--- src/verilog/cpu_pkg.sv ---
`default_nettype none

package cpu_pkg;

	// Datapath and register file
	localparam int xlen = 32;
	localparam int nregs = 16;

	// Memory depths in words
	localparam int imem_words = 64;
	localparam int dmem_words = 64;

	// Word index into the instruction memory
	localparam int pc_bits = 6;

	// Operations handed from decode to execute
	typedef enum logic [3:0] {
		op_add,
		op_sub,
		op_addi,
		op_lui,
		op_lw,
		op_sw,
		op_beq,
		op_bne,
		op_jal,
		op_halt
	} opcode_e;

	// Decode issue FSM
	typedef enum logic [1:0] {
		st_idle,
		st_wait,
		st_halted
	} issue_state_e;

	// Fetch FSM
	typedef enum logic {
		fs_run,
		fs_stop
	} fetch_state_e;

endpackage

`default_nettype wire

--- src/verilog/cpu_ifu.sv ---
`timescale 1ns/1ps
`default_nettype none

module cpu_ifu (
	input  logic                          clk,
	input  logic                          reset,
	input  logic                          imem_we,
	input  logic [cpu_pkg::pc_bits-1:0]   imem_addr,
	input  logic [cpu_pkg::xlen-1:0]      imem_wdata,
	output logic                          f_valid,
	input  logic                          f_ready,
	output logic [cpu_pkg::xlen-1:0]      f_pc,
	output logic [cpu_pkg::xlen-1:0]      f_instr,
	input  logic                          redirect,
	input  logic [cpu_pkg::xlen-1:0]      redirect_pc,
	input  logic                          halt
);
	import cpu_pkg::*;

	logic [xlen-1:0] imem [imem_words];
	logic [xlen-1:0] pc;
	fetch_state_e    state;
	logic            launch;

	// New read when the output slot is free or drains this cycle
	assign launch = !reset && state == fs_run && !redirect && !halt && (!f_valid || f_ready);

	// Program load during reset, synchronous read otherwise
	always_ff @(posedge clk) begin
		if (reset && imem_we) begin
			imem[imem_addr] <= imem_wdata;
		end
		if (launch) begin
			f_instr <= imem[pc[pc_bits+1:2]];
			f_pc <= pc;
		end
	end

	always_ff @(posedge clk) begin
		if (reset) begin
			pc <= '0;
			f_valid <= 1'b0;
			state <= fs_run;
		end else if (redirect) begin
			// Stale word is dropped, restart at target
			pc <= redirect_pc;
			f_valid <= 1'b0;
		end else if (halt) begin
			state <= fs_stop;
			f_valid <= 1'b0;
		end else if (launch) begin
			pc <= pc + 32'd4;
			f_valid <= 1'b1;
		end else if (f_valid && f_ready) begin
			f_valid <= 1'b0;
		end
	end

endmodule

`default_nettype wire

--- config.mk ---
export PLATFORM = sky130hd
export DESIGN_NAME = cpu_ifu
export DESIGN_NICKNAME = d
export VERILOG_FILES = /design/src/verilog/cpu_pkg.sv /design/src/verilog/cpu_ifu.sv
export SDC_FILE = /design/constraint.sdc
export NUM_CORES = 2
export LEC_CHECK = 0
export BUFFER_PORTS_ARGS = -buffer_cell sky130_fd_sc_hd__buf_2
export CAP_MARGIN = 15
export CORE_MARGIN = 4
export CORE_UTILIZATION = 45
export CTS_BUF_LIST = sky130_fd_sc_hd__clkbuf_2
export CTS_CLUSTER_SIZE = 28
export DETAILED_ROUTE_END_ITERATION = 10
export PLACE_DENSITY = 0.63
export SETUP_SLACK_MARGIN = 0.02
export SLEW_MARGIN = 10
export SYNTH_ARGS = -nofsm -noshare
export SYNTH_HDL_FRONTEND = slang
export SYNTH_SLANG_ARGS = --single-unit
--- constraint.sdc ---
create_clock -name clk -period 3.65 [get_ports clk]
set_clock_uncertainty 0.1 [all_clocks]
set_input_delay 0.365 -clock clk [delete_from_list [all_inputs] [get_ports clk]]
set_output_delay 0.365 -clock clk [all_outputs]
set_load 0.01 [all_outputs]
---- Word-level counts from Yosys, hierarchy flattened ----
Memory sizes are Yosys's and may differ from the RTL's. A register that Yosys moved wholly into a read port is not among the register bits.
Index checks and enable logic that the tools add are counted.
storage, ports and cells
  flip-flop bits (word level) ............. 66
  bits in writable memories ............... 2048
  output and inout port bits .............. 65
  logic and storage cells ................. 32
  memories ................................ 1
memory list
  name  depth  bits a word  rd ports  clocked after memory_dff  write ports  line           text
  imem  64     32           1         1                         1            cpu_ifu.sv:20  logic [xlen-1:0] imem [imem_words];
cells by class
  add/subtract/negate cells ............... 1
  equality and inequality tests ........... 1
  muxes and demuxes ....................... 7
  bitwise logic cells ..................... 2
  reductions and logical operators ........ 16
operators with widths
  kind                                            count
  2-to-1 mux 32 bit                               3
  adder 32 x 3 -> 32 bit (second input constant)  1
  logical AND 1 bit                               6
  zero test 1 bit                                 4
  2-to-1 mux 1 bit                                4
  AND reduction 2 bit                             2
  nonzero test 2 bit                              2
  OR reduction 3 bit                              1
  inequality test 2 bit (second input constant)   1
  inverter 1 bit                                  2
  logical OR 1 bit                                1

---- Logic depth before layout (Yosys ltp) ----
  depth in word-level cells ............... 8
  depth in mapped cells ................... 11
  gate-level depth less buffers ........... 6

---- Worst setup path after synthesis ----
Ideal clock, no wire load.
  path type ............................... input-to-reg
  start point ............................. in imem_addr[4] (netlist bit)
  end point ............................... mem imem[16][0] (enable)
  data arrival time ....................... 2.554 ns
  required time ........................... 3.129 ns
  setup slack ............................. 0.575 ns
  cell stages on the path ................. 4
  path buffers ............................ 2
  cell sequence ........................... clkbuf_1 or3b_2 clkbuf_1 nor2_1
RTL lines
  item             line           text
  start, declared  cpu_ifu.sv:8   input logic [cpu_pkg::pc_bits-1:0] imem_addr,
  end, declared    cpu_ifu.sv:20
No word-level cell before the write port.

---- Final worst setup path ----
  start point ............................. in imem_addr[5] (netlist bit)
  end point ............................... mem imem[55][25] (enable)
No word-level cell before the write port.

==> results.toml <==
[outcome]
status = "finished clean"

[global_routing]
grt_util_all_layers_pct = 23.42
first_global_vias = 43990
globalRouteOverflowTotal = 0
antenna_found_initial = 6
grt_pass1_wl_mm = 318.0
grt_max_degree = 72

[logic_synthesis]
syn_inst = 3500
synth_fp_nets = 3577
yosysSeqAreaShare_pct = 78.11
yosysTopAreaCellShare_pct = 77.28
ys_ff_latch = 2146
synth_area_leader_cell = "edfxtp_1"
ys.flop_type = "edfxtp_1"
synthTopCellsByCount = "edfxtp_1, mux4_2, nor2_1"
syn_area_per_cell_sq_um = 23.45
synth-async-reset-ratio_pct = 0
synth_cell_type_count = 58
synth_warnings = 0
netlist_area_sq_um = 82070
synthTopCellsByArea = "edfxtp_1, mux4_2, mux2i_1, dfxtp_1, nor2_1"
synth_edf_count = 2112
yosysMostFrequentCell = "edfxtp_1"

[sta]
hold_violations = 0
fin_hold_ws_ns = 0.1692
finalMaxSlewViolations = 0
worst_slew_pin_slew_ns = 1.165
slew_headroom_pct = 22.31
fmax_ghz = 0.3012
setup_tns_ns = 0
timing.final.crit_share_pct = 90.96
period_needed_ns = 3.320
rsz0062_at_grt = "false"
finalSetupViolCount = 0

[place]
place_hpwl_mm = 118.5
portBuffers = 140
dp_cells = 6028
gp_congestion = 0.7858

[job]
max_cap_viol_count = 0

[pwr]
power.density_nw_per_um2 = 483.2
ir_worst_vdd_mv = 0.3661
p_leak_uw = 0.03034

[worst_setup_path]
regToRegStartpoint = "pc[2]"
worstReg2RegEnd = "pc[17]"
rrSetupSlack_ns = 0.43
crit_start = "imem_addr[5]"
required_ns = 4.83
critPathLaunchType = "input pin"
slowest_stage = "dlygate4sd3_1"
arrival_ns = 4.50
critPathKind = "in -> reg"
cp_common_cell = "dlygate4sd3_1"
reg2reg_depth = 7
crit_chain = "dlygate4sd3_1 > buf_2 > dlygate4sd3_1 > nand3b_1 > dlygate4sd3_1 > dlygate4sd3_1 > nor2_4 > dlygate4sd3_1 > buf_12"
endpoint = "imem[55][25]"
critPathMaxFanout = 27
cp_slowest_stage_delay_ns = 0.87
cp-end-kind = "flop"

[floorplanning]
ios = 141
initial_core_util_pct = 45.31
design.die.area_sq_um = 189300
die_h_um = 435.1
fp.dieW_um = 435.1
rows = 156
core_area_sq_um = 181100

[routing]
wl_met3_mm = 19.46
wl_mm = 221.7
wl_met2_mm = 108.3
wl_met1_mm = 89.54
topRoutingLayerUsed = "met4"
vias = 42340
postRouteAntennaNets = 0
avgViaCountPerCell = 5.901
drtIter0Drc = 5127
dr.pass1.iters = 5
wl_per_cell_um = 30.90
route.detailed.drc = 0

[cts]
cts.path.max_buffers = 4
htreeDepth = 6
ctsRootBufferMaster = "clkbuf_2"
cts_resized = 0
cts_made_buffers = 550
clk_pin_slew_ns = 0.11
clkLatencyLatePin_ns = 1.76
tritoncts = "built"
cts_sinks = 2146

[finish]
layout.nets = 4548
fillers = 14150
multiInputGateArea_sq_um = 17400
stdcell_count = 7174
areaGrowthSynthToFinish_pct = 16.11
register_area_sq_um = 64120
drive_gt1_share_pct = 38.72

[min_path]
hp-class = "in -> reg"
min_from = "imem_wdata[31]"
[cells by family (layout without fill, tap and decap cells)]
logic type | Yosys count | in the layout | share of synthesized area, %
flops | 2146 | 2146 | 78.11
mux | 708 | 708 | 17.44
simple gates | 257 | 257 | 1.541
buf+inv | 198 | 1492 | 1.287
compound gates | 181 | 181 | 1.509
xor+xnor | 9 | 9 | 0.09604
fa+ha+maj | 1 | 1 | 0.01524
other cells | 0 | 10 | 0
[worst min path at each step]
stage / to / slack (ns) / cells after the start
after floorplan: f_pc[4] / 0.30 / 0
after global placement: f_pc[1] / 0.32 / 0
after detailed placement: f_pc[1] / 0.33 / 0
after CTS: imem[5][15] / 0.002 / 4
after global routing: imem[47][31] / 0.02 / 4
final: imem[47][31] / 0.17 / 4
[critical path: cells and delay by family]
kind / cells / cell delay (ns)
simple gates: 2 / 0.20
buf+inv: 7 / 3.82
[metal layers]
layer	up-vias	global-route usage (%)
li1	17260	-
met1	22610	32.43
met2	2180	37.66
met3	288	5.473
met4	0	6.557
met5	-	0
[area by class of cell]
class | count | share of cell area (%)
Timing Repair Buffer | 613 | 6.549
Clock inverter | 105 | 0.7012
Inverter | 4 | 0.01838
Tap cell | 2370 | 3.112
Antenna cell | 10 | 0.02626
Multi-Input combinational cell | 1156 | 18.26
Sequential cell | 2146 | 67.29
Clock buffer | 770 | 4.044
[cells in the final DEF (no fill, tap or decap), types with 38 or more instances in the layout]
cell type,synthesis,layout
buf_2,64,140
clkinv_1,1,77
nand2_1,38,38
buf_12,0,78
nor2_1,117,53
clkbuf_2,0,770
a21oi_1,39,39
mux2i_1,115,115
dlygate4sd3_1,0,229
nor2_4,0,64
buf_4,26,144
edfxtp_1,2112,2112
mux4_2,576,576
[metrics by stage]
step / setup slack [ns] / utilization [%] / area [sq um] / power [uW]
6_report: 0.3301 / 52.61 / 95290 / 46040
5_1_grt: 0.1869 / 52.61 / 95290 / 48020
4_1_cts: 0.06639 / 52.60 / 95280 / 46440
3_5_place_dp: 0.4790 / 48.39 / 87650 / 30730
3_3_place_gp: 0.4617 / 48.39 / 87650 / 30700
2_1_floorplan: 0.5750 / - / 82070 / 29520
[what timing repair did]
action                                  4_1_cts  5_1_grt
hold buffers                                262        0
endpoints found under the hold margin      4194        0
setup buffers                                 0        0
endpoints found under the setup margin        0       21
[registers in the layout, summed over array words and instances, names as in the netlist]
name / count
f_instr: 32
state: 1
f_pc: 32
imem: 2048
f_valid: 1
pc: 32
[power by group]
group          switching (uW)  internal (uW)
Clock                    9320           6270
Combinational            1710           1470
Sequential                106          27200
Total                   11100          34900
Power figures use the tool's default switching activity.
