$ cat src/verilog/cpu_pkg.sv
`default_nettype none

package cpu_pkg;

	// Datapath and register file
	localparam int xlen = 32;
	localparam int nregs = 16;

	// Memory depths in words
	localparam int imem_words = 64;
	localparam int dmem_words = 64;

	// Word index into the instruction memory
	localparam int pc_bits = 6;

	// Operations handed from decode to execute
	typedef enum logic [3:0] {
		op_add,
		op_sub,
		op_addi,
		op_lui,
		op_lw,
		op_sw,
		op_beq,
		op_bne,
		op_jal,
		op_halt
	} opcode_e;

	// Decode issue FSM
	typedef enum logic [1:0] {
		st_idle,
		st_wait,
		st_halted
	} issue_state_e;

	// Fetch FSM
	typedef enum logic {
		fs_run,
		fs_stop
	} fetch_state_e;

endpackage

`default_nettype wire

$ cat src/verilog/cpu_fetch_queue.sv
`timescale 1ns/1ps
`default_nettype none

module cpu_fetch_queue (
	input  logic                     clk,
	input  logic                     reset,
	input  logic                     flush,
	input  logic                     in_valid,
	output logic                     in_ready,
	input  logic [cpu_pkg::xlen-1:0] in_pc,
	input  logic [cpu_pkg::xlen-1:0] in_instr,
	output logic                     out_valid,
	input  logic                     out_ready,
	output logic [cpu_pkg::xlen-1:0] out_pc,
	output logic [cpu_pkg::xlen-1:0] out_instr
);
	import cpu_pkg::*;

	logic [xlen-1:0] pc_mem [2];
	logic [xlen-1:0] instr_mem [2];
	logic            wr_ptr;
	logic            rd_ptr;
	logic [1:0]      count;
	logic [1:0]      count_next;
	logic            push;
	logic            pop;

	assign push = in_valid && in_ready;
	assign pop = out_valid && out_ready;

	assign out_valid = count != 2'd0;
	assign out_pc = pc_mem[rd_ptr];
	assign out_instr = instr_mem[rd_ptr];

	always_comb begin
		if (flush) begin
			count_next = 2'd0;
		end else begin
			count_next = count + {1'b0, push} - {1'b0, pop};
		end
	end

	always_ff @(posedge clk) begin
		if (push) begin
			pc_mem[wr_ptr] <= in_pc;
			instr_mem[wr_ptr] <= in_instr;
		end
	end

	// Ready is registered so it stays low through reset
	always_ff @(posedge clk) begin
		if (reset) begin
			wr_ptr <= 1'b0;
			rd_ptr <= 1'b0;
			count <= 2'd0;
			in_ready <= 1'b0;
		end else begin
			if (flush) begin
				wr_ptr <= 1'b0;
				rd_ptr <= 1'b0;
			end else begin
				if (push)
					wr_ptr <= ~wr_ptr;
				if (pop)
					rd_ptr <= ~rd_ptr;
			end
			count <= count_next;
			in_ready <= count_next != 2'd2;
		end
	end

endmodule

`default_nettype wire

$ cat config.mk
export PLATFORM = sky130hd
export DESIGN_NAME = cpu_fetch_queue
export DESIGN_NICKNAME = d
export VERILOG_FILES = /design/src/verilog/cpu_pkg.sv /design/src/verilog/cpu_fetch_queue.sv
export SDC_FILE = /design/constraint.sdc
export NUM_CORES = 1
export LEC_CHECK = 0
export BUFFER_PORTS_ARGS = -buffer_cell sky130_fd_sc_hd__buf_2
export CAP_MARGIN = 5
export CORE_MARGIN = 5
export CORE_UTILIZATION = 39
export CTS_CLUSTER_DIAMETER = 80
export DETAILED_ROUTE_END_ITERATION = 16
export GPL_ROUTABILITY_DRIVEN = 0
export HOLD_SLACK_MARGIN = 0.02
export PLACE_DENSITY = 0.65
export SETUP_SLACK_MARGIN = 0.5
export SLEW_MARGIN = 5
export SYNTH_ARGS = -nofsm -noshare
export SYNTH_HDL_FRONTEND = slang
export SYNTH_SLANG_ARGS = --single-unit
$ cat constraint.sdc
create_clock -name clk -period 5.2 [get_ports clk]
set_clock_uncertainty 0.15 [all_clocks]
set_input_delay 1.04 -clock clk [delete_from_list [all_inputs] [get_ports clk]]
set_output_delay 1.04 -clock clk [all_outputs]
set_load 0.05 [all_outputs]
# After elaboration in Yosys (flattened, before gate mapping)
# Memories as Yosys holds them, arrays and structs flattened. A register that Yosys moved wholly into a read port is not among the register bits.
# Index checks and enable logic that the tools add are counted.
dict set report classes {
  n_reduce_logical 4
  muxes 7
  n_eq_ne 1
  n_bitwise 2
  add_sub_neg 2
}
# cell n
set op_table {}
lappend op_table {{$mux W1} 6}
lappend op_table {{$add A2 B1 Y2} 1}
lappend op_table {{$logic_and A1 B1 Y1} 2}
lappend op_table {{$mux W2} 1}
lappend op_table {{$ne A2 B2 Y1 const B} 1}
lappend op_table {{$not A1 Y1} 2}
lappend op_table {{$reduce_bool A2 Y1} 1}
lappend op_table {{$reduce_or A2 Y1} 1}
lappend op_table {{$sub A2 B1 Y2} 1}
dict set report totals {
  mem_bits_rw 128
  ff_bits 5
  input_bits 69
  output_inout_bits 66
  wordCells 22
  n_memories 2
}
# name words width rd rd_ports_with_merged_regs write_ports line_no
set mem_list {}
lappend mem_list {instr_mem 2 32 1 1 1 cpu_fetch_queue.sv:20} ;# logic [xlen-1:0] instr_mem [2];
lappend mem_list {pc_mem 2 32 1 1 1 cpu_fetch_queue.sv:19} ;# logic [xlen-1:0] pc_mem [2];

# Logic depth before layout (Yosys ltp)
# Gate-level depths: netlist of run 1.
dict set report depth {
  depth_word 5
  mapped_depth 7
  depth_no_buf 7
}

# Worst setup path after synthesis of run 1
# Ideal clock, no wire load.
dict set report synth_timing {
  path_type {input port to flip-flop}
  from {input in_valid}
  to {memory instr_mem[0][0] (enable)}
  t_arrival_ns 3.845
  n_path_buf 0
  t_required_ns 4.563
  setup_slack_ns 0.718
  cell_stages 2
  path_cell_list {nand2_1 -> nor2_1}
}
dict set report synth_via {
  elab_chain_cells 3
}
# item line_no
set synth_lines {}
lappend synth_lines {{start: declaration} cpu_fetch_queue.sv:8} ;# input logic in_valid,
lappend synth_lines {{$logic_and A1 B1 Y1} cpu_fetch_queue.sv:28} ;# assign push = in_valid && in_ready;
lappend synth_lines {{$mux W1} cpu_fetch_queue.sv:44} ;# if (push) begin
lappend synth_lines {{$mux W1 (implied by the code)} cpu_fetch_queue.sv:46} ;# instr_mem[wr_ptr] <= in_instr;
lappend synth_lines {{end: declaration} cpu_fetch_queue.sv:20}
# No other way between the ends.

==> impl_metrics.yaml, run 1 <==
placement:
  post-place-ws_ps: 2030
  cells_after_dpl: 530
  io_buffers: 134
  placed_area_sq_um: 5980
  dp.final_hpwl_mm: 6.12
drt:
  drt-vias-per-instance: 4.48
  detail_route.first_pass.iterations: 4
  routed_length_per_placed_instance_microns: 16.1
  drc_errors: 0
  route.vias.total: 2508
  finalWirelength_mm: 9.01
  ant_nets: 0
  highest_layer: "met4"
  drt_first_iter_violations: 118
  wl_met2_mm: 4.64
  detailroute.wirelength.met3_microns: 667
  routedLengthMet1_mm: 3.51
pwr:
  pwr_density_cell_nw_per_um2: 383
  ir_worst_vdd_mv: 0.212
  power_leakage_nw: 2.51
global_route:
  grt_max_degree: 51
  grt_overflow: 0
  grt_antenna_before_repair: 0
  grt_pass1_vias: 2804
  wire_length_of_the_first_global_routing_pass_mm: 14.1
  global_route.usage.total: 0.119
critical_path:
  reg2reg_from: "wr_ptr"
  reg2reg_depth: 2
  critical_path_required_ps: 4010
  worst-endpoint-arrival_ps: 2350
  critical_path.max_fanout: 50
  timing.setup.critical_path_class: "flop to primary output"
  endpoint_kind: "primary output"
  worst_setup_path_start_kind: "flop"
synthesis:
  synth_fp_nets: 295
  synth.yosys.seq_area_share: 0.766
  post_synth_num_cell_types: 19
  synth.avg_cell_area_sq_um: 23.1
  netlist_area_sq_um: 5180
  yosysWarningCount: 0
  netlist_instances: 224
  postSynthRegisterBits: 134
sta:
  fmax_mhz: 282
  tightestPinTransition_ps: 982
  final_total_negative_setup_slack_ps: 0
  final_hold_violation_count: 0
  finalCriticalPeriod_ps: 3540
  final_max_slew_viol_count: 0
  worst_slew_margin_rel: 0.344
  rsz0062_at_grt: "no"
  fin_crit_sh: 0.681
  whs_ps: 407
  postLayoutSetupSlackWorst_ps: 1660
  final-setup-viol-count: 0
final_layout:
  mostFrequentLayoutCells: "buf_2 (134), edfxtp_1 (128), mux2_4 (60), clkbuf_16 (17)"
  fillerInstances: 1141
  nNetsFinal: 444
  final_cells: 560
  stdcell_area_sq_um: 6490
  antenna_cells_inserted: 0
  layout_commonest_cell: "buf_2"
  layout-drive-gt1-share: 0.591
  area_delta_synth_final_pct: 25.3
floorplanning:
  core_area_sq_um: 13100
  die_area_sq_um: 15700
  row_count: 42
  dieHeight_microns: 125
  starting_density_of_the_core: 0.394
  num_io_pins: 135
  floorplan.die.width_microns: 125
clock_tree:
  clkSlewWorstSetupHoldPaths_ps: 50
  cts_max_level: 4
  cts_hold_bufs: 0
  root_buffer: "clkbuf_16"
  clock_insertion_delay_worst_skew_ps: 410
  cts.repair.resized: 0
  clkSinkCount: 134
  postCtsSetupRepairBufs: 0
  cts_max_path_buffers: 2
  tritoncts_clock_tree: "done"
  tritoncts_buffers: 17
status:
  outcome: "finished clean"
min_path:
  min-delay-path-class: "flop to flop"
  timing.hold.worst_path_depth: 2
  hp-start: "rd_ptr"
job:
  maxCapViolations: 0
## state kept, by name, indices dropped and copies added (netlist names), named ones only
name,flops
count,2
in_ready,1
instr_mem,64
pc_mem,64
rd_ptr,1
wr_ptr,1
## power by group
group | internal (mW) | switching (mW) | leakage [nW]
combinational | 0.0770 | 0.149 | 1.03
sequential | 1.22 | 0.0122 | 1.22
clock | 0.641 | 0.387 | 0.248
## synthesized netlist by cell type
master / count / area (sq um)
a21oi_1: 1 / 5.00
and3_1: 1 / 6.26
buf_12: 6 / 120
buf_6: 1 / 11.3
dfxtp_1: 6 / 120
edfxtp_1: 128 / 3840
ha_1: 2 / 25.0
inv_1: 1 / 3.75
mux2_2: 4 / 45.0
mux2_4: 60 / 901
nand2_1: 1 / 3.75
nor2_1: 2 / 7.51
nor3_1: 3 / 15.0
nor3b_1: 1 / 7.51
nor3b_2: 1 / 12.5
o21a_1: 1 / 7.51
or2_2: 1 / 6.26
xnor2_1: 3 / 26.3
xor2_1: 1 / 8.76
## final cells by class
class / count / area [sq um] / area share
flip-flops and latches: 134 / 3970 / 0.612
multi-input cells: 82 / 1090 / 0.167
repair buffers: 137 / 706 / 0.109
clock buffers: 22 / 444 / 0.0685
well taps: 176 / 220 / 0.0339
clock inverters: 8 / 60.1 / 0.00926
inverters: 1 / 3.75 / 0.000579
## metal layers
layer / vias to the layer above / track usage
met5: - / 0
met4: 0 / 0.0580
met3: 14 / 0.0546
met2: 87 / 0.204
met1: 1221 / 0.123
li1: 1186 / -
## logic make-up after synthesis
kind of cell | synth area share
adder cells (fa/ha/maj) | 0.00483
flip-flops | 0.766
AO/OA/AOI/OAI | 0.00242
XOR/XNOR | 0.00677
buffers and inverters | 0.0261
multiplexers | 0.183
AND/OR/NAND/NOR | 0.0114
## worst max-delay path, stage by stage, from the launching register on
cell and delay [ps]:
dfxtp_4 950, buf_4 420, mux2_4 330, buf_2 210
## per-stage QoR
step / power (mW) / utilization
final: 2.49 / 0.494
after global routing: 2.58 / 0.494
after CTS: 2.52 / 0.494
after detailed placement: 1.48 / 0.455
after global placement: 1.48 / 0.455
after floorplan: 1.42 / -
## final timing paths
check	endpoint	slack, ps
worst max register to register	instr_mem[1][18]	3020
worst min register to register	flop	410
worst max-delay path	out_pc[24]	1660
worst min-delay path	flop	410
Power figures use the tool's default switching activity.
==> run 2: changes to the inputs <==
Clock period 5.2 ns to 3.65 ns, I/O delays scaled along.
==> run 2 against run 1 <==
Net effect:
- die area unchanged
- critical path depth is the same
- total power increased by 40%
- cell count rose by 0.18%
- highest routed layer unchanged
==> impl_metrics.yaml, run 2 (synthesized netlist as in run 1, its figures left out) <==
clock_tree:
  cts_max_path_buffers: 2
  cts_max_level: 4
  cts.repair.resized: 0
  tritoncts_clock_tree: "done"
  clock_insertion_delay_worst_skew_ps: 410
  clkSinkCount: 134
  clkSlewWorstSetupHoldPaths_ps: 50
  cts_hold_bufs: 0
  postCtsSetupRepairBufs: 0
  root_buffer: "clkbuf_16"
  tritoncts_buffers: 17
placement:
  post-place-ws_ps: 1080
  io_buffers: 134
  dp.final_hpwl_mm: 5.82
sta:
  final_total_negative_setup_slack_ps: 0
  rsz0062_at_grt: "no"
  final_max_slew_viol_count: 0
  final_hold_violation_count: 0
  fin_crit_sh: 0.812
  tightestPinTransition_ps: 879
  postLayoutSetupSlackWorst_ps: 688
  worst_slew_margin_rel: 0.414
  fmax_mhz: 338
  final-setup-viol-count: 0
  finalCriticalPeriod_ps: 2960
drt:
  ant_nets: 0
  drt_first_iter_violations: 136
  drt-vias-per-instance: 4.42
  drc_errors: 0
  routed_length_per_placed_instance_microns: 15.9
  detail_route.first_pass.iterations: 4
  finalWirelength_mm: 8.91
  route.vias.total: 2482
job:
  maxCapViolations: 0
status:
  outcome: "finished clean"
min_path:
  timing.hold.worst_path_depth: 1
  min-delay-path-class: "input pin to flop"
global_route:
  wire_length_of_the_first_global_routing_pass_mm: 14.1
  grt_overflow: 0
  grt_max_degree: 65
  grt_pass1_vias: 2698
  global_route.usage.total: 0.119
  grt_antenna_before_repair: 0
critical_path:
  worst-endpoint-arrival_ps: 2080
  reg2reg_depth: 1
  endpoint_kind: "primary output"
  critical_path.max_fanout: 33
  critical_path_required_ps: 2770
  worst_setup_path_start_kind: "flop"
  timing.setup.critical_path_class: "flop to primary output"
final_layout:
  final_core_util: 0.492
  nNetsFinal: 444
  mostFrequentLayoutCells: "buf_2 (134), edfxtp_1 (128), mux2_4 (60), clkbuf_16 (17), clkinv_1 (6)"
  layout_commonest_cell: "buf_2"
  layout-drive-gt1-share: 0.587
  antenna_cells_inserted: 0
  largest_registers: "instr_mem x64, pc_mem x64, count x2"
  area_delta_synth_final_pct: 25.0
floorplanning:
  num_io_pins: 135
  core_area_sq_um: 13100
  floorplan.die.width_microns: 125
  starting_density_of_the_core: 0.394
  die_area_sq_um: 15700
  row_count: 42
  dieHeight_microns: 125
pwr:
  power_leakage_nw: 2.49
  ir_worst_vdd_mv: 0.307
  post-layout-total-power_mw: 3.48
  pwr_density_cell_nw_per_um2: 538
==> run 2: layer usage <==
layer	wire length, microns	track usage	share of wire
met5	0	0	0
met2	4320	0.187	0.48
met4	163	0.0574	0.018
met3	712	0.0588	0.080
met1	3710	0.136	0.42
==> run 2: stage by stage <==
step | hold WS, ps | area [sq um] | instances
floorplan | 368 | 5180 | 224
global placement | 376 | 5990 | 530
detailed placement | 381 | 5990 | 530
CTS | 334 | 6470 | 561
global route | 329 | 6470 | 561
finish | 356 | 6470 | 561
==> run 2: cell type report <==
type	instances	area (sq um)
clock buffer	22	444
clock inverter	9	37.5
fill	1150	6670
inverter	1	3.75
multi-input combinational	82	1090
sequential	134	3970
tap	176	220
timing repair buffer	137	706
==> run 2: worst paths after layout <==
check | startpoint | to | slack, ps
max reg2reg | wr_ptr | pc_mem[1][28] | 1870
max | flop | out_pc[15] | 690
min | in_pc[4] | pc_mem[0][4] | 360
min reg2reg | rd_ptr | flop | 400
==> run 2: report_power, final <==
group / internal [mW] / switching [mW]
sequential: 1.74 / 0.0149
combinational: 0.109 / 0.215
clock: 0.842 / 0.562
==> run 2: critical path: stages, from the launching register on <==
cell and delay [ps]:
dfxtp_4 740, buf_12 330, mux2_4 340, buf_2 210
