===== config.mk =====
export PLATFORM = sky130hd
export DESIGN_NAME = cpu_idu
export DESIGN_NICKNAME = d
export VERILOG_FILES = /design/src/verilog/cpu_pkg.sv /design/src/verilog/cpu_idu.sv
export SDC_FILE = /design/constraint.sdc
export NUM_CORES = 1
export LEC_CHECK = 0
export ABC_AREA = 0
export ABC_CLOCK_PERIOD_IN_PS = 5450
export BUFFER_PORTS_ARGS = -buffer_cell sky130_fd_sc_hd__buf_4
export CAP_MARGIN = 30
export CORE_MARGIN = 10
export CORE_UTILIZATION = 40
export DETAILED_ROUTE_END_ITERATION = 8
export SKIP_LAST_GASP = 1
export SLEW_MARGIN = 20
export SYNTH_ARGS = -nofsm -noshare
export SYNTH_HDL_FRONTEND = slang
export SYNTH_SLANG_ARGS = --single-unit
export TNS_END_PERCENT = 20

===== constraint.sdc =====
create_clock -name clk -period 5.45 [get_ports clk]
set_input_delay 0.8175 -clock clk [delete_from_list [all_inputs] [get_ports clk]]
set_output_delay 0.8175 -clock clk [all_outputs]
set_load 0.05 [all_outputs]

===== src/verilog/cpu_pkg.sv =====
`default_nettype none

package cpu_pkg;

	// Datapath and register file
	localparam int xlen = 32;
	localparam int nregs = 16;

	// Memory depths in words
	localparam int imem_words = 64;
	localparam int dmem_words = 64;

	// Word index into the instruction memory
	localparam int pc_bits = 6;

	// Operations handed from decode to execute
	typedef enum logic [3:0] {
		op_add,
		op_sub,
		op_addi,
		op_lui,
		op_lw,
		op_sw,
		op_beq,
		op_bne,
		op_jal,
		op_halt
	} opcode_e;

	// Decode issue FSM
	typedef enum logic [1:0] {
		st_idle,
		st_wait,
		st_halted
	} issue_state_e;

	// Fetch FSM
	typedef enum logic {
		fs_run,
		fs_stop
	} fetch_state_e;

endpackage

`default_nettype wire


===== src/verilog/cpu_idu.sv =====
`timescale 1ns/1ps
`default_nettype none

module cpu_idu (
	input  logic                     clk,
	input  logic                     reset,
	input  logic                     q_valid,
	output logic                     q_ready,
	input  logic [cpu_pkg::xlen-1:0] q_pc,
	input  logic [cpu_pkg::xlen-1:0] q_instr,
	output logic                     i_valid,
	output cpu_pkg::opcode_e         i_op,
	output logic [cpu_pkg::xlen-1:0] i_pc,
	output logic [cpu_pkg::xlen-1:0] i_rs1_data,
	output logic [cpu_pkg::xlen-1:0] i_rs2_data,
	output logic [cpu_pkg::xlen-1:0] i_imm,
	output logic [3:0]               i_rd,
	input  logic                     wb_valid,
	input  logic [3:0]               wb_rd,
	input  logic [cpu_pkg::xlen-1:0] wb_data,
	input  logic                     retire,
	output logic                     halt,
	input  logic [3:0]               dbg_addr,
	output logic [cpu_pkg::xlen-1:0] dbg_data
);
	import cpu_pkg::*;

	logic [xlen-1:0] regs [nregs];
	issue_state_e    state;
	opcode_e         dec_op;
	logic [xlen-1:0] dec_imm;
	logic [6:0]      opc;
	logic [2:0]      funct3;
	logic [6:0]      funct7;
	logic [3:0]      rs1;
	logic [3:0]      rs2;
	logic            pop;

	assign opc = q_instr[6:0];
	assign funct3 = q_instr[14:12];
	assign funct7 = q_instr[31:25];
	// RV32E, upper register bit ignored
	assign rs1 = q_instr[18:15];
	assign rs2 = q_instr[23:20];

	assign q_ready = state == st_idle;
	assign pop = q_valid && q_ready;
	assign halt = state == st_halted;

	always_comb begin
		dec_op = op_halt;
		dec_imm = {{20{q_instr[31]}}, q_instr[31:20]};
		case (opc)
			7'b0110011: begin
				if (funct3 == 3'b000 && funct7 == 7'b0000000)
					dec_op = op_add;
				else if (funct3 == 3'b000 && funct7 == 7'b0100000)
					dec_op = op_sub;
			end
			7'b0010011: if (funct3 == 3'b000) dec_op = op_addi;
			7'b0110111: begin
				dec_op = op_lui;
				dec_imm = {q_instr[31:12], 12'b0};
			end
			7'b0000011: if (funct3 == 3'b010) dec_op = op_lw;
			7'b0100011: begin
				if (funct3 == 3'b010)
					dec_op = op_sw;
				dec_imm = {{20{q_instr[31]}}, q_instr[31:25], q_instr[11:7]};
			end
			7'b1100011: begin
				if (funct3 == 3'b000)
					dec_op = op_beq;
				else if (funct3 == 3'b001)
					dec_op = op_bne;
				dec_imm = {{19{q_instr[31]}}, q_instr[31], q_instr[7],
					q_instr[30:25], q_instr[11:8], 1'b0};
			end
			7'b1101111: begin
				dec_op = op_jal;
				dec_imm = {{11{q_instr[31]}}, q_instr[31], q_instr[19:12],
					q_instr[20], q_instr[30:21], 1'b0};
			end
			default: dec_op = op_halt;
		endcase
	end

	// Register file, x0 never written
	always_ff @(posedge clk) begin
		if (wb_valid && wb_rd != 4'd0)
			regs[wb_rd] <= wb_data;
	end

	always_ff @(posedge clk) begin
		if (pop) begin
			i_op <= dec_op;
			i_pc <= q_pc;
			i_rs1_data <= (rs1 == 4'd0) ? '0 : regs[rs1];
			i_rs2_data <= (rs2 == 4'd0) ? '0 : regs[rs2];
			i_imm <= dec_imm;
			i_rd <= q_instr[10:7];
		end
	end

	// One instruction in flight at a time
	always_ff @(posedge clk) begin
		if (reset) begin
			state <= st_idle;
			i_valid <= 1'b0;
		end else begin
			i_valid <= pop && dec_op != op_halt;
			case (state)
				st_idle: if (pop) state <= (dec_op == op_halt) ? st_halted : st_wait;
				st_wait: if (retire) state <= st_idle;
				default: state <= st_halted;
			endcase
		end
	end

	assign dbg_data = (dbg_addr == 4'd0) ? '0 : regs[dbg_addr];

endmodule

`default_nettype wire


## Yosys cells after proc, flatten, opt, wreduce, memory -nomap -nowiden

Memories as Yosys holds them, arrays and structs flattened. A register that Yosys moved wholly into a read port is not among the register bits.
Cells that the tools add are included.

- Equal/unequal tests: 16
- Muxes and demuxes: 16
- Reductions and logical operators: 13

Operators with widths:

| operator | count |
|---|---|
| case mux 31 bit (4 select lines) | 1 |
| two-way mux 32 bit | 1 |
| equality test 7 x 6 -> 1 bit (second input constant) | 4 |
| two-way mux 4 bit | 7 |
| case mux 4 bit (7 select lines) | 1 |
| equality test 7 bit (second input constant) | 2 |
| logical NOT 4 bit | 3 |
| equality test 7 x 2 -> 1 bit (second input constant) | 1 |
| equality test 7 x 5 -> 1 bit (second input constant) | 1 |
| logical NOT 7 bit | 1 |
| two-way mux 2 bit | 3 |
| logical AND 1 bit | 5 |
| equality test 4 bit (second input constant) | 1 |
| inequality test 4 bit (second input constant) | 1 |
| case mux 2 bit (2 select lines) | 1 |
| nonzero test 4 bit | 1 |
| equality test 3 x 1 -> 1 bit (second input constant) | 1 |
| equality test 3 x 2 -> 1 bit (second input constant) | 1 |
| logical NOT 3 bit | 1 |
| equality test 2 x 1 -> 1 bit (second input constant) | 1 |
| equality test 2 bit (second input constant) | 1 |
| logical NOT 2 bit | 1 |
| two-way mux 1 bit | 2 |
| inequality test 2 x 1 -> 1 bit (second input constant) | 1 |
| other kinds (2) | 2 |

- Flip-flop bits (word level): 75
- Memory bits (writable): 512
- Output and inout port bits: 171
- Memories kept: 1

Memories:

| memory | depth | width | read ports | clocked after Yosys merged registers in | write ports | line | source |
|---|---|---|---|---|---|---|---|
| regs | 16 | 32 | 3 | 2 | 1 | cpu_idu.sv:28 | `logic [xlen-1:0] regs [nregs];` |

## Depth between registers and ports, before layout

Gate-level depths: netlist (run 1).

- Depth in word-level cells: 9
- Mapped depth: 8

## Worst setup path before layout (run 1)

No wires, ideal clock.

- Kind: register to register
- From: reg state[1]
- To: reg i_valid
- Setup time: 65 ps
- Arrival time: 5016 ps
- Data required time: 5385 ps
- Path slack: 369 ps
- Cell stages (with the launch flop): 6
- Clock period less this slack: 5081 ps
- Cells stage by stage: dfxtp_1 nor2_1 and2_1 nand2b_1 or4_1 nor2_1

- Cells in the longest elaborated chain, start to end: 3

Ends and longest elaborated chain:

| item | line | source |
|---|---|---|
| start, declared | cpu_idu.sv:29 | `issue_state_e state;` |
| start signal, assigned | cpu_idu.sv:108 | `state <= st_idle;` |
| start signal, assigned | cpu_idu.sv:113 | `st_idle: if (pop) state <= (dec_op == op_halt) ? st_halted : st_wait;` |
| start signal, assigned | cpu_idu.sv:114 | `st_wait: if (retire) state <= st_idle;` |
| logical NOT 2 bit | cpu_idu.sv:46 | `assign q_ready = state == st_idle;` |
| via q_ready | cpu_idu.sv:8 | `output logic q_ready,` |
| logical AND 1 bit | cpu_idu.sv:47 | `assign pop = q_valid && q_ready;` |
| via pop | cpu_idu.sv:37 | `logic pop;` |
| logical AND 1 bit | cpu_idu.sv:111 | `i_valid <= pop && dec_op != op_halt;` |
| end signal, assigned | cpu_idu.sv:111 |  |
| end, declared | cpu_idu.sv:11 | `output logic i_valid,` |

The timed path passes the listed nets, and every way through them passes these cells.
A chain may end at the register's enable or synchronous reset.

## Worst setup path after layout (run 1)

- From: in dbg_addr[0]
- To: out dbg_data[31] (netlist bit)

- Cells in the longest elaborated chain, start to end: 2
- Elaborated cells on any way between the ends: 3
- Classes of those cells: 1 x mux; 1 x reduce/logical; 1 x memory

Ends and longest elaborated chain:

| item | line | source |
|---|---|---|
| start, declared | cpu_idu.sv:23 | `input logic [3:0] dbg_addr,` |
| memory (16 x 32 bit) or logical NOT 4 bit (tied branches) | n/a |  |
| two-way mux 32 bit * | cpu_idu.sv:120 | `assign dbg_data = (dbg_addr == 4'd0) ? '0 : regs[dbg_addr];` |
| end, declared | cpu_idu.sv:24 | `output logic [cpu_pkg::xlen-1:0] dbg_data` |

Mark *: on every way between the ends. The rest lies on a longest branch, timed or not.

==> results of run 1 <==
-- layout by cell type, fill, tap and decap left out, drive strengths merged, types with 16 or more instances in the layout --
| cell | n |
|---|---|
| clkbuf | 92 |
| nor2b | 96 |
| nor2 | 25 |
| o221ai | 16 |
| conb | 32 |
| mux2i | 32 |
| edfxtp | 648 |
| mux4 | 456 |
| clkinv | 24 |
| nor3 | 17 |
| buf | 328 |
| nand2 | 25 |
-- power groups by stage --
stage	combinational (mW)	sequential, mW	clock, mW
3_3_place_gp	1.75	5.89	0
4_1_cts	1.76	5.80	5.03
3_5_place_dp	1.76	5.90	0
5_1_grt	1.83	5.81	5.24
2_1_floorplan	0.912	6.15	0
6_report	1.74	5.80	4.90
-- logic make-up (layout without fill, tap and decap cells) --
logic type	count (synthesis)	count (layout)
multiplexers	488	488
other	1	34
AO/OA/AOI/OAI	67	67
flip-flops	651	651
AND/OR/NAND/NOR	192	192
buffers and inverters	137	466
-- per-stage QoR --
step                      hold slack (ns)  utilization [%]  setup slack, ns
after detailed placement            0.563             44.7             1.38
after global placement              0.539             44.5             1.38
after CTS                           0.341             47.7             1.38
final                               0.377             47.7             1.43
after global routing                0.352             47.7             1.25
after floorplan                     0.506                -            0.369
-- Yosys cell counts (5+ instances only) --
library cell,instances
inv_1,5
nand3b_1,5
nor2_1,25
o221ai_1,16
a21o_1,11
mux4_2,456
mux2i_1,32
buf_2,29
edfxtp_1,648
buf_1,18
nand2_1,25
nor3_1,16
nor2b_1,96
a21oi_1,11
buf_6,13
nand2b_1,8
buf_4,10
clkbuf_1,62
o22ai_1,8
-- flip-flops by register name (all words and copies together) (netlist names) --
register    count
regs          512
i_rs1_data     32
state           2
i_pc           32
i_rd            4
i_valid         1
i_imm          32
i_rs2_data     32
i_op            4
-- final cells by class --
type,instances,share of cell area (%)
sequential,651,50.9
multi-input combinational,779,32.3
timing repair buffer,328,7.02
clock buffer,92,5.11
tap,1060,3.46
clock inverter,41,1.11
inverter,5,0.0489
antenna,2,0.0131
-- worst min path at each step --
| stage | slack [ns] | depth (start not counted) | start | to |
|---|---|---|---|---|
| floorplan | 0.51 | 1 | state[1] | state[1] |
| global placement | 0.54 | 1 | state[1] | state[1] |
| detailed placement | 0.56 | 1 | state[1] | state[1] |
| CTS | 0.34 | 1 | q_pc[30] | i_pc[30] |
| global route | 0.35 | 1 | q_pc[16] | i_pc[16] |
| finish | 0.38 | 1 | q_pc[30] | i_pc[30] |
-- worst max-delay path, cell delays in order --
cell,delay (ns)
buf_8,0.49
buf_4,0.41
mux4_2,0.54
mux4_2,0.53
nor2b_1,0.16
buf_4,0.20
-- per-layer routing --
metal  global-route usage [%]  part of all wire [%]
met1                     26.6                    39
met2                     33.1                    50
met3                     4.41                   8.2
met4                     6.24                   2.5
met5                        0                 0.052
==> results.toml, run 1 <==
[pwr]
power_mw = 12.4
p_int_mw = 9.29
ir_drop_mv = 0.198
power_switching_mw = 3.15
powerDensity_mw_per_mm2 = 324
p_seq_share_pct = 46.6
clkPwrFrac_pct = 39.4
power_leakage_nw = 12.6
power_frac_comb_pct = 14.0
swShare_pct = 25.3

[timing]
setup_viol = 0
finalCriticalPeriod_ns = 4.02
rsz0062_at_grt = "false"
tightest_slew_ns = 0.964
fin_crit_sh_pct = 73.8
fmax_mhz = 249
hold_viol = 0
slew_violations = 0
fin_skew_ns = 0.0358
fin_tns_setup_ns = 0
slew_headroom_pct = 35.7

[run]
cap_violations = 0

[critical_path]
rrSetupSlack_ns = 3.26
start_kind = "input port"
worstSetupEndpoint = "dbg_data[31]"
crit_fanout = 51
endpoint_kind = "output pin"
required_ns = 4.63
reg2reg_from = "state[1]"
reg2reg_to = "i_rs1_data[29]"
critical_path.startpoint = "dbg_addr[0]"
arrival_ns = 3.21
reg2regPathDepth = 3
critical_path_class = "in2out"

[global_routing]
grt_pass1_vias = 19100
grt_pass1_wl_um = 137000
grt_start_max_net_pins = 72
gr-usage-all-layers_pct = 20.2
antenna_found_initial = 6
gr-total-overflow = 0

[cts]
cts_buffers = 74
clk_path_buf_depth = 3
clk_latency_ns = 0.63
cts_htree_levels = 3
hold_buffers = 0
cts_sinks = 651
cts.clk_slew.worst_paths_ns = 0.05
cts_tree = "done"
post_cts_resized = 0
postCtsSetupBuffers = 0
clockRootBuffer = "clkbuf_16"

[logic_synthesis]
synth_top_family_by_area = "multiplexers"
synth_area_mm2 = 0.0324
synth_seq_area_share_pct = 60.3
synth-edff-count = 648
syn_area_per_cell_um2 = 21.1
synth_fa_ha_area_share_pct = 0
synth_cell_types = 43
ys_warn_count = 0
synth_area_leaders = "edfxtp_1 60%, mux4_2 32%, nor2b_1 1.9%, mux2i_1 0.99%, clkbuf_1 0.72%"
ys_seq_elements = 651
synth-xor-area-share_pct = 0
synth.area.mux_share_pct = 32.7
synth_top_cell_area_share_pct = 60.1
synth-compound-area-share_pct = 1.51
synthArstFlopShare_pct = 0
synth-simple-area-share_pct = 3.34
postSynthCellCount = 1536
yosysTopAreaCell = "edfxtp_1"
synth_ff_type = "edfxtp_1"

[final_layout]
area_delta_synth_final_pct = 18.5
ff_latch_area_mm2 = 0.0195
stdcell_count = 2958
drive_gt1_share_pct = 48.4
nets = 1948
fin_area_mm2 = 0.0383
fill_cells = 6659
multi_input_area_mm2 = 0.0124

[die]
io_pins = 280
die_w_um = 304
die_h_um = 304
core.rowCount = 104
start_util_pct = 40.2
dieArea_mm2 = 0.0927
core_area_mm2 = 0.0804

[route]
vias = 18300
drt_first_pass_iters = 6
wl_per_cell_um = 32.0
drc = 0
drt_wl_total_um = 94700
drt_iter0_markers = 1846
final_antenna_net_count = 0
vias_per_cell = 6.19

[placed_design]
port_buffers = 279
placed_area_mm2 = 0.0360
place_congestion = 0.792
post-dp-hpwl_um = 56200
placedCellCount = 2823

[hold_path]
hold_path_class = "in2reg"

[run_status]
status = "complete, no violations"
No activity file was read; power rests on OpenSTA's default activity.
==> run 2: changes to the inputs <==
ABC_CLOCK_PERIOD_IN_PS = 4200   (was 5450)
clock period = 4.2 ns   (was 5.45 ns; I/O delays follow)
==> run 2 against run 1 <==
  * Register-to-register slack got worse by 0.98 ns
  * Die area is the same
  * Sequential power grew 30%
  * Design area rose by 0.51%
  * Via count increased by 0.25%
  * Critical endpoint is now dbg_data[19]
  * Highest routed layer unchanged
  * Largest power group unchanged
  * Global-route usage increased by 0.11 points
  * Hold slack worse by 0.20 ns
  * Critical path type unchanged
==> results.toml, run 2 (synthesized netlist as in run 1, its figures left out) <==
[run_status]
status = "complete, no violations"

[critical_path]
crit_top_cell = "mux4_2"
critical_path_class = "in2out"
crit_family = "multiplexers"
cp_slowest_cell = "mux4_2"
crit_fanout = 31
worst-path-stages = 6
reg2regPathDepth = 3
arrival_ns = 2.79
endpoint_kind = "output pin"
required_ns = 3.57
worst-path-buf-inv = 3
worstPathCellList = "buf_8 > buf_12 > mux4_2 > mux4_2 > nor2b_1 > buf_4"
start_kind = "input port"
slowest_delay_ns = 0.56

[pwr]
p_int_mw = 12.3
power_leakage_nw = 12.7
powerDensity_mw_per_mm2 = 425
p_seq_share_pct = 45.9
power_frac_comb_pct = 13.9
power_switching_mw = 4.08
clkPwrFrac_pct = 40.2
swShare_pct = 24.9
ir_drop_mv = 0.253

[placed_design]
placed_area_mm2 = 0.0361
post-dp-hpwl_um = 57100
port_buffers = 279
place_congestion = 0.808

[cts]
cts_sinks = 651
post_cts_resized = 0
hold_buffers = 0
clockRootBuffer = "clkbuf_16"
cts_htree_levels = 3
postCtsSetupBuffers = 0
clk_latency_ns = 0.63
cts_tree = "done"
clk_path_buf_depth = 3
cts_buffers = 73
cts.clk_slew.worst_paths_ns = 0.06

[final_layout]
fin_area_mm2 = 0.0385
area_delta_synth_final_pct = 19.1
regMostFlops = "regs"
mostFrequentLayoutCells = "648 x edfxtp_1, 456 x mux4_2, 318 x buf_4, 96 x nor2b_1, 74 x clkbuf_16"
antennaDiodeCount = 0
mostFrequentLayoutCell = "edfxtp_1"
nets = 1961
largest_register_ffs = 512
drive_gt1_share_pct = 48.4

[timing]
rsz0062_at_grt = "false"
fin_crit_sh_pct = 81.4
finalCriticalPeriod_ns = 3.42
slew_headroom_pct = 36.4
fin_skew_ns = 0.0224
fin_tns_setup_ns = 0
hold_viol = 0
tightest_slew_ns = 0.952
fmax_mhz = 292
setup_viol = 0
slew_violations = 0

[global_routing]
grt_pass1_wl_um = 139000
grt_start_max_net_pins = 83
antenna_found_initial = 3
gr-total-overflow = 0
gr-usage-all-layers_pct = 20.3
grt_pass1_vias = 19300

[die]
start_util_pct = 40.2
die_w_um = 304
die_h_um = 304
core_area_mm2 = 0.0804
io_pins = 280
core.rowCount = 104
dieArea_mm2 = 0.0927

[route]
drt_wl_total_um = 95700
vias = 18400
vias_per_cell = 6.18
drt_iter0_markers = 1743
drt_first_pass_iters = 5
final_antenna_net_count = 0
drc = 0
wl_per_cell_um = 32.2

[run]
cap_violations = 0

[hold_path]
hold_path_class = "in2reg"
min_path_cells = 1
[run 2: power groups by stage]
stage / clock network (mW) / logic, mW / registers, mW
floorplan: 0 / 1.18 / 7.97
global placement: 0 / 2.29 / 7.64
detailed placement: 0 / 2.31 / 7.65
CTS: 6.74 / 2.31 / 7.52
global route: 7.01 / 2.40 / 7.54
finish: 6.58 / 2.28 / 7.52
[run 2: worst paths after layout]
check                   start             end  slack, ns
setup / recovery  dbg_addr[0]    dbg_data[19]       0.78
setup reg to reg  regs[3][19]  i_rs1_data[19]       2.28
hold / removal       q_pc[16]        i_pc[16]       0.18
hold reg to reg      state[1]        state[1]       0.55
[run 2: cell type report]
type | instances | area [um2]
Multi-Input combinational cell | 779 | 12400
Inverter | 5 | 18.8
Sequential cell | 651 | 19500
Clock buffer | 92 | 1920
Fill cell | 6649 | 41900
Timing Repair Buffer | 342 | 2830
Tap cell | 1060 | 1330
Clock inverter | 40 | 523
[run 2: layer usage]
layer | share of wire [%] | up-vias | wire length [um] | global-route usage [%]
met2 | 52 | 811 | 49700 | 34.8
li1 | - | 7400 | - | -
met3 | 6.9 | 135 | 6590 | 3.89
met5 | 0.048 | - | 46 | 0
met4 | 2.1 | 6 | 2020 | 5.45
met1 | 39 | 10000 | 37300 | 26.1
[run 2: stage by stage]
| stage | worst slack (ns) | hold WS, ns | util [%] | total power, mW | cells |
|---|---|---|---|---|---|
| after detailed placement | 0.784 | 0.539 | 44.9 | 9.96 | 2837 |
| after global placement | 0.761 | 0.535 | 44.9 | 9.94 | 2836 |
| final | 0.780 | 0.180 | 47.9 | 16.4 | 2969 |
| after global routing | 0.701 | 0.151 | 47.9 | 17.0 | 2969 |
| after CTS | 0.766 | 0.141 | 47.9 | 16.6 | 2969 |
| after floorplan | 0.612 | 0.506 | - | 9.15 | 1567 |
